$ cat src/verilog/mips_pkg.sv
`default_nettype none

package mips_pkg;

    localparam int NB_REG     = 5;
    localparam int NB_DATA    = 32;
    localparam int NB_MUX     = 2;
    localparam int DMEM_WORDS = 64;

    localparam logic [5:0] OP_RTYPE = 6'h00;
    localparam logic [5:0] OP_ADDIU = 6'h09;
    localparam logic [5:0] OP_ORI   = 6'h0d;
    localparam logic [5:0] OP_LUI   = 6'h0f;
    localparam logic [5:0] OP_LW    = 6'h23;
    localparam logic [5:0] OP_LBU   = 6'h24;
    localparam logic [5:0] OP_SB    = 6'h28;
    localparam logic [5:0] OP_SW    = 6'h2b;

    localparam logic [5:0] FN_ADDU  = 6'h21;
    localparam logic [5:0] FN_SUBU  = 6'h23;
    localparam logic [5:0] FN_AND   = 6'h24;
    localparam logic [5:0] FN_OR    = 6'h25;
    localparam logic [5:0] FN_SLT   = 6'h2a;

    typedef enum logic [2:0] {
        ALU_ADD, ALU_SUB, ALU_AND, ALU_OR, ALU_SLT, ALU_LUI
    } alu_op_t;

    // ALU operand source
    typedef enum logic [NB_MUX-1:0] {
        FWD_NONE = 2'b00,  // Register file value
        FWD_MEM  = 2'b01,  // EX/MEM result
        FWD_WB   = 2'b10   // MEM/WB value
    } fwd_sel_t;

    // Store data source, same encoding as the original store mux
    typedef enum logic [NB_MUX-1:0] {
        STORE_MEM    = 2'b00,
        STORE_WB     = 2'b01,
        STORE_NORMAL = 2'b10
    } store_sel_t;

    typedef struct packed {
        logic               valid;
        alu_op_t            alu_op;
        logic               use_imm;
        logic [NB_DATA-1:0] imm;
        logic [NB_DATA-1:0] data_a;
        logic [NB_DATA-1:0] data_b;
        logic [NB_REG-1:0]  rs;
        logic [NB_REG-1:0]  rt;
        logic [NB_REG-1:0]  rd;
        logic               reg_write;
        logic               mem_read;
        logic               mem_write;
        logic               byte_en;    // LBU or SB
    } id_ex_t;

    typedef struct packed {
        logic               valid;
        logic [NB_DATA-1:0] alu_result;
        logic [NB_DATA-1:0] store_data;
        logic [NB_REG-1:0]  rd;
        logic               reg_write;
        logic               mem_read;
        logic               mem_write;
        logic               byte_en;
    } ex_mem_t;

    typedef struct packed {
        logic               valid;
        logic [NB_DATA-1:0] wdata;
        logic [NB_REG-1:0]  rd;
        logic               reg_write;
    } mem_wb_t;

    typedef struct packed {
        logic               valid;
        logic [NB_REG-1:0]  rd;
        logic [NB_DATA-1:0] wdata;
    } retire_t;

endpackage

`default_nettype wire

$ cat src/verilog/pipeline_reg.sv
`timescale 1ns/1ps
`default_nettype none

module pipeline_reg #(
    parameter type T = logic [31:0]
) (
    input  wire logic i_clk,
    input  wire logic i_reset,
    input  wire logic i_flush,
    input  wire T     i_d,
    output T          o_q
);

    // An all-zero payload has valid and every write enable low
    always_ff @(posedge i_clk) begin
        if (i_reset || i_flush) begin
            o_q <= '0;
        end else begin
            o_q <= i_d;
        end
    end

endmodule

`default_nettype wire

$ cat src/verilog/instr_fetch.sv
`timescale 1ns/1ps
`default_nettype none

module instr_fetch (
    input  wire logic        i_clk,
    input  wire logic        i_reset,
    input  wire logic        i_stall,
    output logic             o_wb_cyc,
    output logic             o_wb_stb,
    output logic [31:0]      o_wb_adr,
    input  wire logic [31:0] i_wb_dat,
    input  wire logic        i_wb_ack,
    output logic [31:0]      o_instr,
    output logic             o_instr_valid
);

    logic [31:0] pc_q;
    logic        cyc_q;
    logic [31:0] instr_q;
    logic        instr_valid_q;
    logic [31:0] skid_q;
    logic        skid_valid_q;
    logic        bus_done;

    assign bus_done = cyc_q && i_wb_ack;  // Transfer ends on this edge

    always_ff @(posedge i_clk) begin
        if (i_reset) begin
            pc_q          <= '0;
            cyc_q         <= 1'b0;
            instr_valid_q <= 1'b0;
            skid_valid_q  <= 1'b0;
        end else begin
            if (bus_done) begin
                cyc_q <= !i_stall;           // Back-to-back unless decode is held
                pc_q  <= pc_q + 32'd4;
            end else if (!cyc_q && !i_stall) begin
                cyc_q <= 1'b1;               // Next fetch
            end
            if (!i_stall) begin
                instr_valid_q <= skid_valid_q || bus_done;
                skid_valid_q  <= 1'b0;
            end else if (bus_done) begin
                skid_valid_q  <= 1'b1;       // Park word until decode frees up
            end
        end
    end

    // Skid slot is drained before the next bus cycle can finish
    always_ff @(posedge i_clk) begin
        if (!i_stall) begin
            instr_q <= skid_valid_q ? skid_q : i_wb_dat;
        end else if (bus_done) begin
            skid_q <= i_wb_dat;
        end
    end

    assign o_wb_cyc      = cyc_q;
    assign o_wb_stb      = cyc_q;
    assign o_wb_adr      = pc_q;
    assign o_instr       = instr_q;
    assign o_instr_valid = instr_valid_q;

    a_adr_stable: assert property (@(posedge i_clk) disable iff (i_reset)
        (o_wb_stb && !i_wb_ack) |=> $stable(o_wb_adr));

endmodule

`default_nettype wire

$ cat src/verilog/register_file.sv
`timescale 1ns/1ps
`default_nettype none

module register_file (
    input  wire logic                         i_clk,
    input  wire logic                         i_reset,
    input  wire logic [mips_pkg::NB_REG-1:0]  i_rs,
    input  wire logic [mips_pkg::NB_REG-1:0]  i_rt,
    output logic [mips_pkg::NB_DATA-1:0]      o_data_a,
    output logic [mips_pkg::NB_DATA-1:0]      o_data_b,
    input  wire logic                         i_we,
    input  wire logic [mips_pkg::NB_REG-1:0]  i_waddr,
    input  wire logic [mips_pkg::NB_DATA-1:0] i_wdata
);

    import mips_pkg::*;

    logic [NB_DATA-1:0] regs [2**NB_REG];
    logic               wr_ok;

    assign wr_ok = i_we && (i_waddr != '0);  // r0 stays zero

    always_ff @(posedge i_clk) begin
        if (i_reset) begin
            for (int i = 0; i < 2**NB_REG; i++) begin
                regs[i] <= '0;
            end
        end else if (wr_ok) begin
            regs[i_waddr] <= i_wdata;
        end
    end

    // Write-through covers the distance-3 dependency
    assign o_data_a = (wr_ok && i_waddr == i_rs) ? i_wdata : regs[i_rs];
    assign o_data_b = (wr_ok && i_waddr == i_rt) ? i_wdata : regs[i_rt];

endmodule

`default_nettype wire

$ cat src/verilog/decode_unit.sv
`timescale 1ns/1ps
`default_nettype none

module decode_unit (
    input  wire logic [31:0]                  i_instr,
    input  wire logic                         i_instr_valid,
    input  wire logic [mips_pkg::NB_DATA-1:0] i_rf_data_a,
    input  wire logic [mips_pkg::NB_DATA-1:0] i_rf_data_b,
    output logic [mips_pkg::NB_REG-1:0]       o_rs,
    output logic [mips_pkg::NB_REG-1:0]       o_rt,
    input  wire logic [mips_pkg::NB_REG-1:0]  i_ex_rd,
    input  wire logic                         i_ex_mem_read,
    output logic                              o_stall,
    output mips_pkg::id_ex_t                  o_id_ex
);

    import mips_pkg::*;

    logic [5:0]        opcode;
    logic [5:0]        funct;
    logic [NB_REG-1:0] dest;
    logic              is_rtype;
    logic              is_load;
    logic              is_store;
    logic              known;
    logic              uses_rs;
    logic              uses_rt;
    alu_op_t           alu_op;
    logic [NB_DATA-1:0] imm;

    assign opcode   = i_instr[31:26];
    assign funct    = i_instr[5:0];
    assign o_rs     = i_instr[25:21];
    assign o_rt     = i_instr[20:16];
    assign is_rtype = (opcode == OP_RTYPE);
    assign is_load  = (opcode == OP_LW) || (opcode == OP_LBU);
    assign is_store = (opcode == OP_SW) || (opcode == OP_SB);
    assign dest     = is_rtype ? i_instr[15:11] : o_rt;
    assign uses_rs  = (opcode != OP_LUI);
    assign uses_rt  = is_rtype || is_store;   // Store data comes from rt

    always_comb begin
        alu_op = ALU_ADD;
        imm    = {{16{i_instr[15]}}, i_instr[15:0]};
        known  = 1'b1;
        case (opcode)
            OP_RTYPE: begin
                case (funct)
                    FN_ADDU: alu_op = ALU_ADD;
                    FN_SUBU: alu_op = ALU_SUB;
                    FN_AND:  alu_op = ALU_AND;
                    FN_OR:   alu_op = ALU_OR;
                    FN_SLT:  alu_op = ALU_SLT;
                    default: known  = 1'b0;   // NOP lands here
                endcase
            end
            OP_ORI: begin
                alu_op = ALU_OR;
                imm    = {16'h0000, i_instr[15:0]};
            end
            OP_LUI:                           alu_op = ALU_LUI;
            OP_ADDIU, OP_LW, OP_LBU, OP_SW, OP_SB: alu_op = ALU_ADD;
            default:                          known  = 1'b0;
        endcase
    end

    always_comb begin
        o_id_ex           = '0;
        o_id_ex.valid     = i_instr_valid;
        o_id_ex.alu_op    = alu_op;
        o_id_ex.use_imm   = !is_rtype;
        o_id_ex.imm       = imm;
        o_id_ex.data_a    = i_rf_data_a;
        o_id_ex.data_b    = i_rf_data_b;
        o_id_ex.rs        = o_rs;
        o_id_ex.rt        = o_rt;
        o_id_ex.rd        = dest;
        o_id_ex.reg_write = i_instr_valid && known && !is_store && (dest != '0);
        o_id_ex.mem_read  = i_instr_valid && is_load;
        o_id_ex.mem_write = i_instr_valid && is_store;
        o_id_ex.byte_en   = (opcode == OP_LBU) || (opcode == OP_SB);
    end

    // Load in execute feeding this instruction
    assign o_stall = i_instr_valid && i_ex_mem_read && (i_ex_rd != '0) &&
                     ((uses_rs && o_rs == i_ex_rd) || (uses_rt && o_rt == i_ex_rd));

endmodule

`default_nettype wire

$ cat src/verilog/forwarding_unit.sv
`timescale 1ns/1ps
`default_nettype none

module forwarding_unit (
    input  wire logic                        i_reset,
    input  wire logic [mips_pkg::NB_REG-1:0] i_EX_MEM_rd,
    input  wire logic [mips_pkg::NB_REG-1:0] i_MEM_WB_rd,
    input  wire logic [mips_pkg::NB_REG-1:0] i_rs,            // Operand A
    input  wire logic [mips_pkg::NB_REG-1:0] i_rt,            // Operand B
    input  wire logic                        i_EX_mem_write,  // Store in execute
    input  wire logic                        i_MEM_write_reg,
    input  wire logic                        i_WB_write_reg,
    output mips_pkg::fwd_sel_t               o_forwarding_a,
    output mips_pkg::fwd_sel_t               o_forwarding_b,
    output mips_pkg::store_sel_t             o_forwarding_mux_12
);

    import mips_pkg::*;

    logic hit_mem_a;
    logic hit_wb_a;
    logic hit_mem_b;
    logic hit_wb_b;

    assign hit_mem_a = i_MEM_write_reg && (i_EX_MEM_rd == i_rs);
    assign hit_wb_a  = i_WB_write_reg && (i_MEM_WB_rd == i_rs);
    assign hit_mem_b = i_MEM_write_reg && (i_EX_MEM_rd == i_rt);
    assign hit_wb_b  = i_WB_write_reg && (i_MEM_WB_rd == i_rt);

    always_comb begin
        o_forwarding_a      = FWD_NONE;
        o_forwarding_b      = FWD_NONE;
        o_forwarding_mux_12 = STORE_NORMAL;
        if (!i_reset) begin
            if (hit_mem_a) begin
                o_forwarding_a = FWD_MEM;   // Newer value wins
            end else if (hit_wb_a) begin
                o_forwarding_a = FWD_WB;
            end

            // A store takes rt through the store mux, not the ALU
            if (hit_mem_b) begin
                if (i_EX_mem_write) o_forwarding_mux_12 = STORE_MEM;
                else                o_forwarding_b      = FWD_MEM;
            end else if (hit_wb_b) begin
                if (i_EX_mem_write) o_forwarding_mux_12 = STORE_WB;
                else                o_forwarding_b      = FWD_WB;
            end
        end
    end

endmodule

`default_nettype wire

$ cat src/verilog/alu.sv
`timescale 1ns/1ps
`default_nettype none

module alu (
    input  wire mips_pkg::alu_op_t            i_op,
    input  wire logic [mips_pkg::NB_DATA-1:0] i_a,
    input  wire logic [mips_pkg::NB_DATA-1:0] i_b,
    output logic [mips_pkg::NB_DATA-1:0]      o_result
);

    import mips_pkg::*;

    always_comb begin
        case (i_op)
            ALU_ADD: o_result = i_a + i_b;
            ALU_SUB: o_result = i_a - i_b;
            ALU_AND: o_result = i_a & i_b;
            ALU_OR:  o_result = i_a | i_b;
            ALU_SLT: o_result = {{(NB_DATA-1){1'b0}}, ($signed(i_a) < $signed(i_b))};
            ALU_LUI: o_result = i_b << 16;  // Operand B carries the immediate
            default: o_result = '0;
        endcase
    end

endmodule

`default_nettype wire

$ cat src/verilog/data_memory.sv
`timescale 1ns/1ps
`default_nettype none

module data_memory (
    input  wire logic                         i_clk,
    input  wire logic                         i_mem_write,
    input  wire logic                         i_byte_en,
    input  wire logic [mips_pkg::NB_DATA-1:0] i_addr,
    input  wire logic [mips_pkg::NB_DATA-1:0] i_wdata,
    input  wire logic                         i_mem_read,
    output logic [mips_pkg::NB_DATA-1:0]      o_rdata
);

    import mips_pkg::*;

    logic [NB_DATA-1:0]              mem [DMEM_WORDS];
    logic [$clog2(DMEM_WORDS)-1:0]   word_idx;
    logic [1:0]                      lane;
    logic [NB_DATA-1:0]              word;

    assign word_idx = i_addr[$clog2(DMEM_WORDS)+1:2];
    assign lane     = i_addr[1:0];                   // Little-endian byte lane
    assign word     = mem[word_idx];

    always_ff @(posedge i_clk) begin
        if (i_mem_write) begin
            if (i_byte_en) begin
                mem[word_idx][8*lane +: 8] <= i_wdata[7:0];
            end else begin
                mem[word_idx] <= i_wdata;
            end
        end
    end

    always_comb begin
        o_rdata = '0;
        if (i_mem_read) begin
            o_rdata = i_byte_en ? {24'h000000, word[8*lane +: 8]} : word;
        end
    end

endmodule

`default_nettype wire

$ cat src/verilog/mips_core.sv
`timescale 1ns/1ps
`default_nettype none

module mips_core (
    input  wire logic        i_clk,
    input  wire logic        i_reset,
    output logic             o_wb_cyc,
    output logic             o_wb_stb,
    output logic [31:0]      o_wb_adr,
    input  wire logic [31:0] i_wb_dat,
    input  wire logic        i_wb_ack,
    output mips_pkg::retire_t o_retire
);

    import mips_pkg::*;

    logic [31:0]        instr;
    logic               instr_valid;
    logic               stall;
    logic [NB_REG-1:0]  rs;
    logic [NB_REG-1:0]  rt;
    logic [NB_DATA-1:0] rf_data_a;
    logic [NB_DATA-1:0] rf_data_b;
    id_ex_t             id_ex_d, id_ex_q;
    ex_mem_t            ex_mem_d, ex_mem_q;
    mem_wb_t            mem_wb_d, mem_wb_q;
    fwd_sel_t           fwd_a, fwd_b;
    store_sel_t         store_sel;
    logic [NB_DATA-1:0] alu_a, rt_val, alu_b, alu_result;
    logic [NB_DATA-1:0] store_data;
    logic [NB_DATA-1:0] dmem_rdata;

    instr_fetch u_instr_fetch (
        .i_clk(i_clk), .i_reset(i_reset), .i_stall(stall),
        .o_wb_cyc(o_wb_cyc), .o_wb_stb(o_wb_stb), .o_wb_adr(o_wb_adr),
        .i_wb_dat(i_wb_dat), .i_wb_ack(i_wb_ack),
        .o_instr(instr), .o_instr_valid(instr_valid)
    );

    register_file u_register_file (
        .i_clk(i_clk), .i_reset(i_reset), .i_rs(rs), .i_rt(rt),
        .o_data_a(rf_data_a), .o_data_b(rf_data_b),
        .i_we(mem_wb_q.reg_write), .i_waddr(mem_wb_q.rd), .i_wdata(mem_wb_q.wdata)
    );

    decode_unit u_decode_unit (
        .i_instr(instr), .i_instr_valid(instr_valid),
        .i_rf_data_a(rf_data_a), .i_rf_data_b(rf_data_b), .o_rs(rs), .o_rt(rt),
        .i_ex_rd(id_ex_q.rd), .i_ex_mem_read(id_ex_q.mem_read),
        .o_stall(stall), .o_id_ex(id_ex_d)
    );

    // Stall turns the decoded instruction into a bubble
    pipeline_reg #(.T(id_ex_t)) u_id_ex (
        .i_clk(i_clk), .i_reset(i_reset), .i_flush(stall), .i_d(id_ex_d), .o_q(id_ex_q)
    );

    forwarding_unit u_forwarding_unit (
        .i_reset(i_reset), .i_EX_MEM_rd(ex_mem_q.rd), .i_MEM_WB_rd(mem_wb_q.rd),
        .i_rs(id_ex_q.rs), .i_rt(id_ex_q.rt), .i_EX_mem_write(id_ex_q.mem_write),
        .i_MEM_write_reg(ex_mem_q.reg_write), .i_WB_write_reg(mem_wb_q.reg_write),
        .o_forwarding_a(fwd_a), .o_forwarding_b(fwd_b), .o_forwarding_mux_12(store_sel)
    );

    always_comb begin
        case (fwd_a)
            FWD_MEM: alu_a = ex_mem_q.alu_result;
            FWD_WB:  alu_a = mem_wb_q.wdata;
            default: alu_a = id_ex_q.data_a;
        endcase
        case (fwd_b)
            FWD_MEM: rt_val = ex_mem_q.alu_result;
            FWD_WB:  rt_val = mem_wb_q.wdata;
            default: rt_val = id_ex_q.data_b;
        endcase
        case (store_sel)
            STORE_MEM: store_data = ex_mem_q.alu_result;
            STORE_WB:  store_data = mem_wb_q.wdata;
            default:   store_data = id_ex_q.data_b;
        endcase
    end

    assign alu_b = id_ex_q.use_imm ? id_ex_q.imm : rt_val;

    alu u_alu (.i_op(id_ex_q.alu_op), .i_a(alu_a), .i_b(alu_b), .o_result(alu_result));

    always_comb begin
        ex_mem_d.valid      = id_ex_q.valid;
        ex_mem_d.alu_result = alu_result;
        ex_mem_d.store_data = store_data;
        ex_mem_d.rd         = id_ex_q.rd;
        ex_mem_d.reg_write  = id_ex_q.reg_write;
        ex_mem_d.mem_read   = id_ex_q.mem_read;
        ex_mem_d.mem_write  = id_ex_q.mem_write;
        ex_mem_d.byte_en    = id_ex_q.byte_en;
    end

    pipeline_reg #(.T(ex_mem_t)) u_ex_mem (
        .i_clk(i_clk), .i_reset(i_reset), .i_flush(1'b0), .i_d(ex_mem_d), .o_q(ex_mem_q)
    );

    data_memory u_data_memory (
        .i_clk(i_clk), .i_mem_write(ex_mem_q.mem_write), .i_byte_en(ex_mem_q.byte_en),
        .i_addr(ex_mem_q.alu_result), .i_wdata(ex_mem_q.store_data),
        .i_mem_read(ex_mem_q.mem_read), .o_rdata(dmem_rdata)
    );

    always_comb begin
        mem_wb_d.valid     = ex_mem_q.valid;
        mem_wb_d.wdata     = ex_mem_q.mem_read ? dmem_rdata : ex_mem_q.alu_result;
        mem_wb_d.rd        = ex_mem_q.rd;
        mem_wb_d.reg_write = ex_mem_q.reg_write;
    end

    pipeline_reg #(.T(mem_wb_t)) u_mem_wb (
        .i_clk(i_clk), .i_reset(i_reset), .i_flush(1'b0), .i_d(mem_wb_d), .o_q(mem_wb_q)
    );

    // Report each register write once it has landed in the register file
    always_ff @(posedge i_clk) begin
        if (i_reset) begin
            o_retire <= '0;
        end else begin
            o_retire.valid <= mem_wb_q.valid && mem_wb_q.reg_write;
            o_retire.rd    <= mem_wb_q.rd;
            o_retire.wdata <= mem_wb_q.wdata;
        end
    end

endmodule

`default_nettype wire

$ cat config.mk
export PLATFORM = sky130hd
export DESIGN_NAME = mips_core
export DESIGN_NICKNAME = d
export VERILOG_FILES = /design/src/verilog/mips_pkg.sv /design/src/verilog/pipeline_reg.sv /design/src/verilog/instr_fetch.sv /design/src/verilog/register_file.sv /design/src/verilog/decode_unit.sv /design/src/verilog/forwarding_unit.sv /design/src/verilog/alu.sv /design/src/verilog/data_memory.sv /design/src/verilog/mips_core.sv
export SDC_FILE = /design/constraint.sdc
export NUM_CORES = 2
export LEC_CHECK = 0
export BUFFER_PORTS_ARGS = -buffer_cell sky130_fd_sc_hd__buf_2
export CORE_MARGIN = 2
export CORE_UTILIZATION = 34
export CTS_CLUSTER_DIAMETER = 200
export DETAILED_ROUTE_END_ITERATION = 12
export PLACE_DENSITY = 0.49
export SYNTH_ARGS = -nofsm -noshare
export SYNTH_HDL_FRONTEND = slang
export SYNTH_HIERARCHICAL = 1
export SYNTH_SLANG_ARGS = --single-unit
export TNS_END_PERCENT = 50
$ cat constraint.sdc
create_clock -name i_clk -period 8.27 [get_ports i_clk]
set_clock_uncertainty 0.1 [all_clocks]
set_input_delay 0.827 -clock i_clk [delete_from_list [all_inputs] [get_ports i_clk]]
set_output_delay 0.827 -clock i_clk [all_outputs]
set_load 0.005 [all_outputs]
==> key figures <==
GRT
  • Vias in the first global route: 94.2k
  • Largest net degree at the start of global routing: about 120
  • Total congestion overflow: 0
  • Initial antenna violation count: 48
  • Gr usage total: a little under a quarter
  • First-pass GRT wire length: 785 mm

Logic synthesis
  • Synth Flop Type: edfxtp_1
  • Syn Inst Count: about 10k
  • Mapped cell area: 0.157 mm^2
  • Number of flops mapped to enable cells by yosys: 3136
  • Asr flop ratio synth: 0%
  • Mean post-synth cell area: about 15 um^2
  • Seq/Total Area, Yosys: 64.0%
  • YS warnings: 6
  • Distinct cells, synth: 123
  • Flops & latches, synth: approximately 3.4k

Setup path
  • Crit Path Category: flop to flop
  • Startpoint types: flop
  • Worst path cell trace: xor2_1, nor4_2, nand3_1, nor4_2, ha_1, a221oi_1, o31ai_1, inv_1, fa_1, nor2b_1, o211a_1, o21ai_1, a21oi_1, a221o_1, a21oi_2, o31ai_1, o221ai_1, a221o_1, nor3b_1
  • Largest stage delay, worst path: 0.85 ns
  • Critical Path Stages: 19
  • Crit-path max FO: 18
  • Crit path arrival time: approximately 7.8 ns
  • Worst path bufs/invs: 1
  • Critical Path Sink Type: flop
  • R2R depth: 19
  • Top delay family on crit path: compound AO/OA/AOI/OAI gates
  • Worst EP required: 8.98 ns
  • Slowest-stage cell, CP: o31ai_1

Placement
  • HPWL Detailed: 355 mm
  • I/O Buffers: 104
  • Placer congestion estimate: 0.900
  • Placed Instances: 15.9k
  • Cell Area, Placed: 0.162 mm^2
  • Pre-CTS setup slack: roughly 1.4 ns

Hold path
  • Worst hold path type: input port to flop
  • WHS Path Cells: 3

Clock tree
  • Num CTS Buffers: between 300 and 400
  • TritonCTS Sinks: approximately 3.4k
  • Clk_lat worst skew: 1.02 ns
  • Clock transition at path regs: ~0.06 ns
  • CTS tree: yes
  • Clock buffer depth: 4
  • CTS Root Cell: clkbuf_16
  • H-tree depth: 5

Detailed routing
  • Remaining DRCs: 0
  • Post-DRT Antenna Nets: 0
  • Wire per inst: 34.4 um
  • Drt pass-1 iters: 7
  • Drt first-iter violations: 11.6k
  • Via count: 96.6k
  • Vias/cell: 5.82
  • Routed wire length: 571 mm

STA
  • # setup viols final: 0
  • Final hold violations: 0
  • Unrepaired setup endpoints after global routing: false
  • Setup TNS: 0 ns
  • Max Freq: 0.142 GHz
  • Worst slew margin: 9.86%
  • Hold Slack: 0.0803 ns
  • Worst setup margin: 1.21 ns
  • Tmin final: between 7 and 8 ns
  • Final Max Slew Viols: 0
  • Period utilization: 85.4%
  • Worst-Margin Slew: 1.35 ns

Floorplan
  • Row cnt: 249
  • Num ports: roughly 110
  • Initial core utilization: 34.1%
  • Chip Width: 683 um
  • Core ar.: between 0.4 and 0.5 mm^2
  • Die height: 683 um
  • Die area: 0.466 mm^2

Pwr
  • Worst vdd ir: around 0.00019 V
  • Leakage Power: 53.6 nW
  • Cell Pwr Density: 232 mW/mm^2

Status
  • Status: completed

Finish
  • Final instance area: 0.175 mm^2
  • Area growth syn-to-layout: 11.9%
  • Layout Cells excl Fill: approximately 17k
  • Net count, final: between 10k and 15k
  • Share of cells above drive strength 1: 20.6%

Run
  • MaxCap Viol Count: 0
## flip-flops by register name, summed over array words and instances, names as in the netlist
name                         flops
u_mem_wb/o_q                    39
u_instr_fetch/o_wb_adr          30
u_instr_fetch/o_wb_cyc           1
u_register_file/regs          1024
u_instr_fetch/o_instr_valid      1
u_data_memory/mem             2048
u_id_ex/o_q                    120
u_instr_fetch/o_instr           32
u_ex_mem/o_q                    74
u_instr_fetch/skid_valid_q       1
u_instr_fetch/skid_q            32
o_retire                        38
## layout make-up
cell class	count	area [um^2]
Sequential cell	3440	100000
Inverter	128	490
Tap cell	6149	7690
Fill cell	42700	284000
Multi-Input combinational cell	5733	50600
Clock inverter	200	2240
Timing Repair Buffer	441	3470
Antenna cell	40	100
Clock buffer	488	10300
## worst paths after layout
| check | start | endpoint | slack [ns] |
|---|---|---|---|
| setup / recovery | u_mem_wb/o_q[3] | u_ex_mem/o_q[71] | 1.21 |
| hold / removal | i_wb_ack | u_instr_fetch/o_wb_adr[3] | 0.08 |
| setup reg to reg | u_mem_wb/o_q[3] | u_ex_mem/o_q[71] | 1.21 |
| hold reg to reg | u_id_ex/o_q[119] | u_ex_mem/o_q[73] | 0.36 |
## layer usage
layer	up-vias	routed length, um	track usage (%)
met2	4352	270000	38.6
met1	51500	235000	32.1
met3	924	41600	4.00
li1	39900	-	-
met5	-	109	0
met4	16	24900	9.36
## synthesized netlist by cell type, types with 21 or more instances
library cell  number  share of area (%)
a211oi_1          32               0.15
a21oi_1          209               0.67
a221o_1           67               0.43
a221oi_1         195                1.1
a22o_1            79               0.44
a22oi_1          251                1.2
a31oi_1           43               0.17
and2_1          1011                4.0
buf_1             41              0.098
buf_12            22               0.28
buf_2            261               0.83
buf_4            161               0.77
buf_6             96               0.69
clkbuf_1         387               0.93
dfxtp_1          304                3.9
edfxtp_1        3136                 60
ha_1             106               0.85
inv_1            124               0.30
mux2_2           207                1.5
mux2i_1          242                1.5
mux4_1            83                1.4
mux4_2           567                8.2
nand2_1          382               0.92
nand2b_1          22              0.088
nand3_1           46               0.15
nand4_1           23              0.092
nor2_1           493                1.2
nor2b_1          104               0.42
nor3_1            41               0.13
nor3b_1           70               0.34
nor3b_2          174                1.4
nor4_1            27               0.11
o211ai_1          26               0.12
o21ai_0          192               0.61
o21ai_1           69               0.22
o221ai_1          21               0.12
o22ai_1          345                1.4
o31ai_1           49               0.23
or2_2             31               0.12
or4_1             76               0.36
xor2_1            35               0.20
## cells in the final DEF, fill, tap and decap left out, types with 34 or more instances in the layout
cell / synthesis / routed
a21oi_1: 209 / 207
a221o_1: 67 / 67
a221oi_1: 195 / 195
a22o_1: 79 / 55
a22oi_1: 251 / 251
a31oi_1: 43 / 43
and2_1: 1011 / 1009
buf_2: 261 / 103
buf_4: 161 / 279
bufinv_16: 0 / 41
clkbuf_1: 387 / 82
clkbuf_16: 0 / 390
clkinv_1: 1 / 68
clkinv_2: 0 / 57
conb_1: 3 / 39
dfxtp_1: 304 / 267
dfxtp_2: 0 / 34
diode_2: 0 / 40
edfxtp_1: 3136 / 3136
ha_1: 106 / 105
inv_1: 124 / 122
mux2_2: 207 / 207
mux2i_1: 242 / 242
mux4_1: 83 / 83
mux4_2: 567 / 567
nand2_1: 382 / 377
nand3_1: 46 / 44
nor2_1: 493 / 463
nor2b_1: 104 / 89
nor3_1: 41 / 37
nor3b_1: 70 / 68
nor3b_2: 174 / 173
o21ai_0: 192 / 191
o21ai_1: 69 / 69
o22ai_1: 345 / 345
o31ai_1: 49 / 49
or2_2: 31 / 38
or4_1: 76 / 76
xor2_1: 35 / 35
## cells by family after synthesis
group                    Yosys count  share of synthesized area, %
adder cells (fa/ha/maj)          108                         0.872
AO/OA/AOI/OAI                   1776                          8.00
flip-flops                      3440                          64.0
buffers and inverters           1106                          3.99
XOR/XNOR                          54                         0.302
AND/OR/NAND/NOR                 2644                          10.1
other                              3                       0.00719
multiplexers                    1112                          12.7
## metrics by stage
stage	utilization [%]	power [mW]
global placement	35.3	23.6
floorplan	-	21.9
detailed placement	35.3	23.6
CTS	38.1	40.8
finish	38.2	40.6
global route	38.1	41.6
## timing repair
action,in CTS,in global routing
gates resized for setup,0,0
hold buffers,32,0
hold endpoints to repair,32,0
setup buffers,0,0
## where the power goes
part           total [mW]  switching, mW  internal (mW)
Clock                17.3           7.20           10.1
Sequential           19.4          0.286           19.1
Combinational        3.96           2.66           1.30
## worst min-delay path: stages
cell	delay (ns)
buf_2	0.14
nand3_1	0.07
a21oi_1	0.05
No activity file was read; power rests on OpenSTA's default activity.
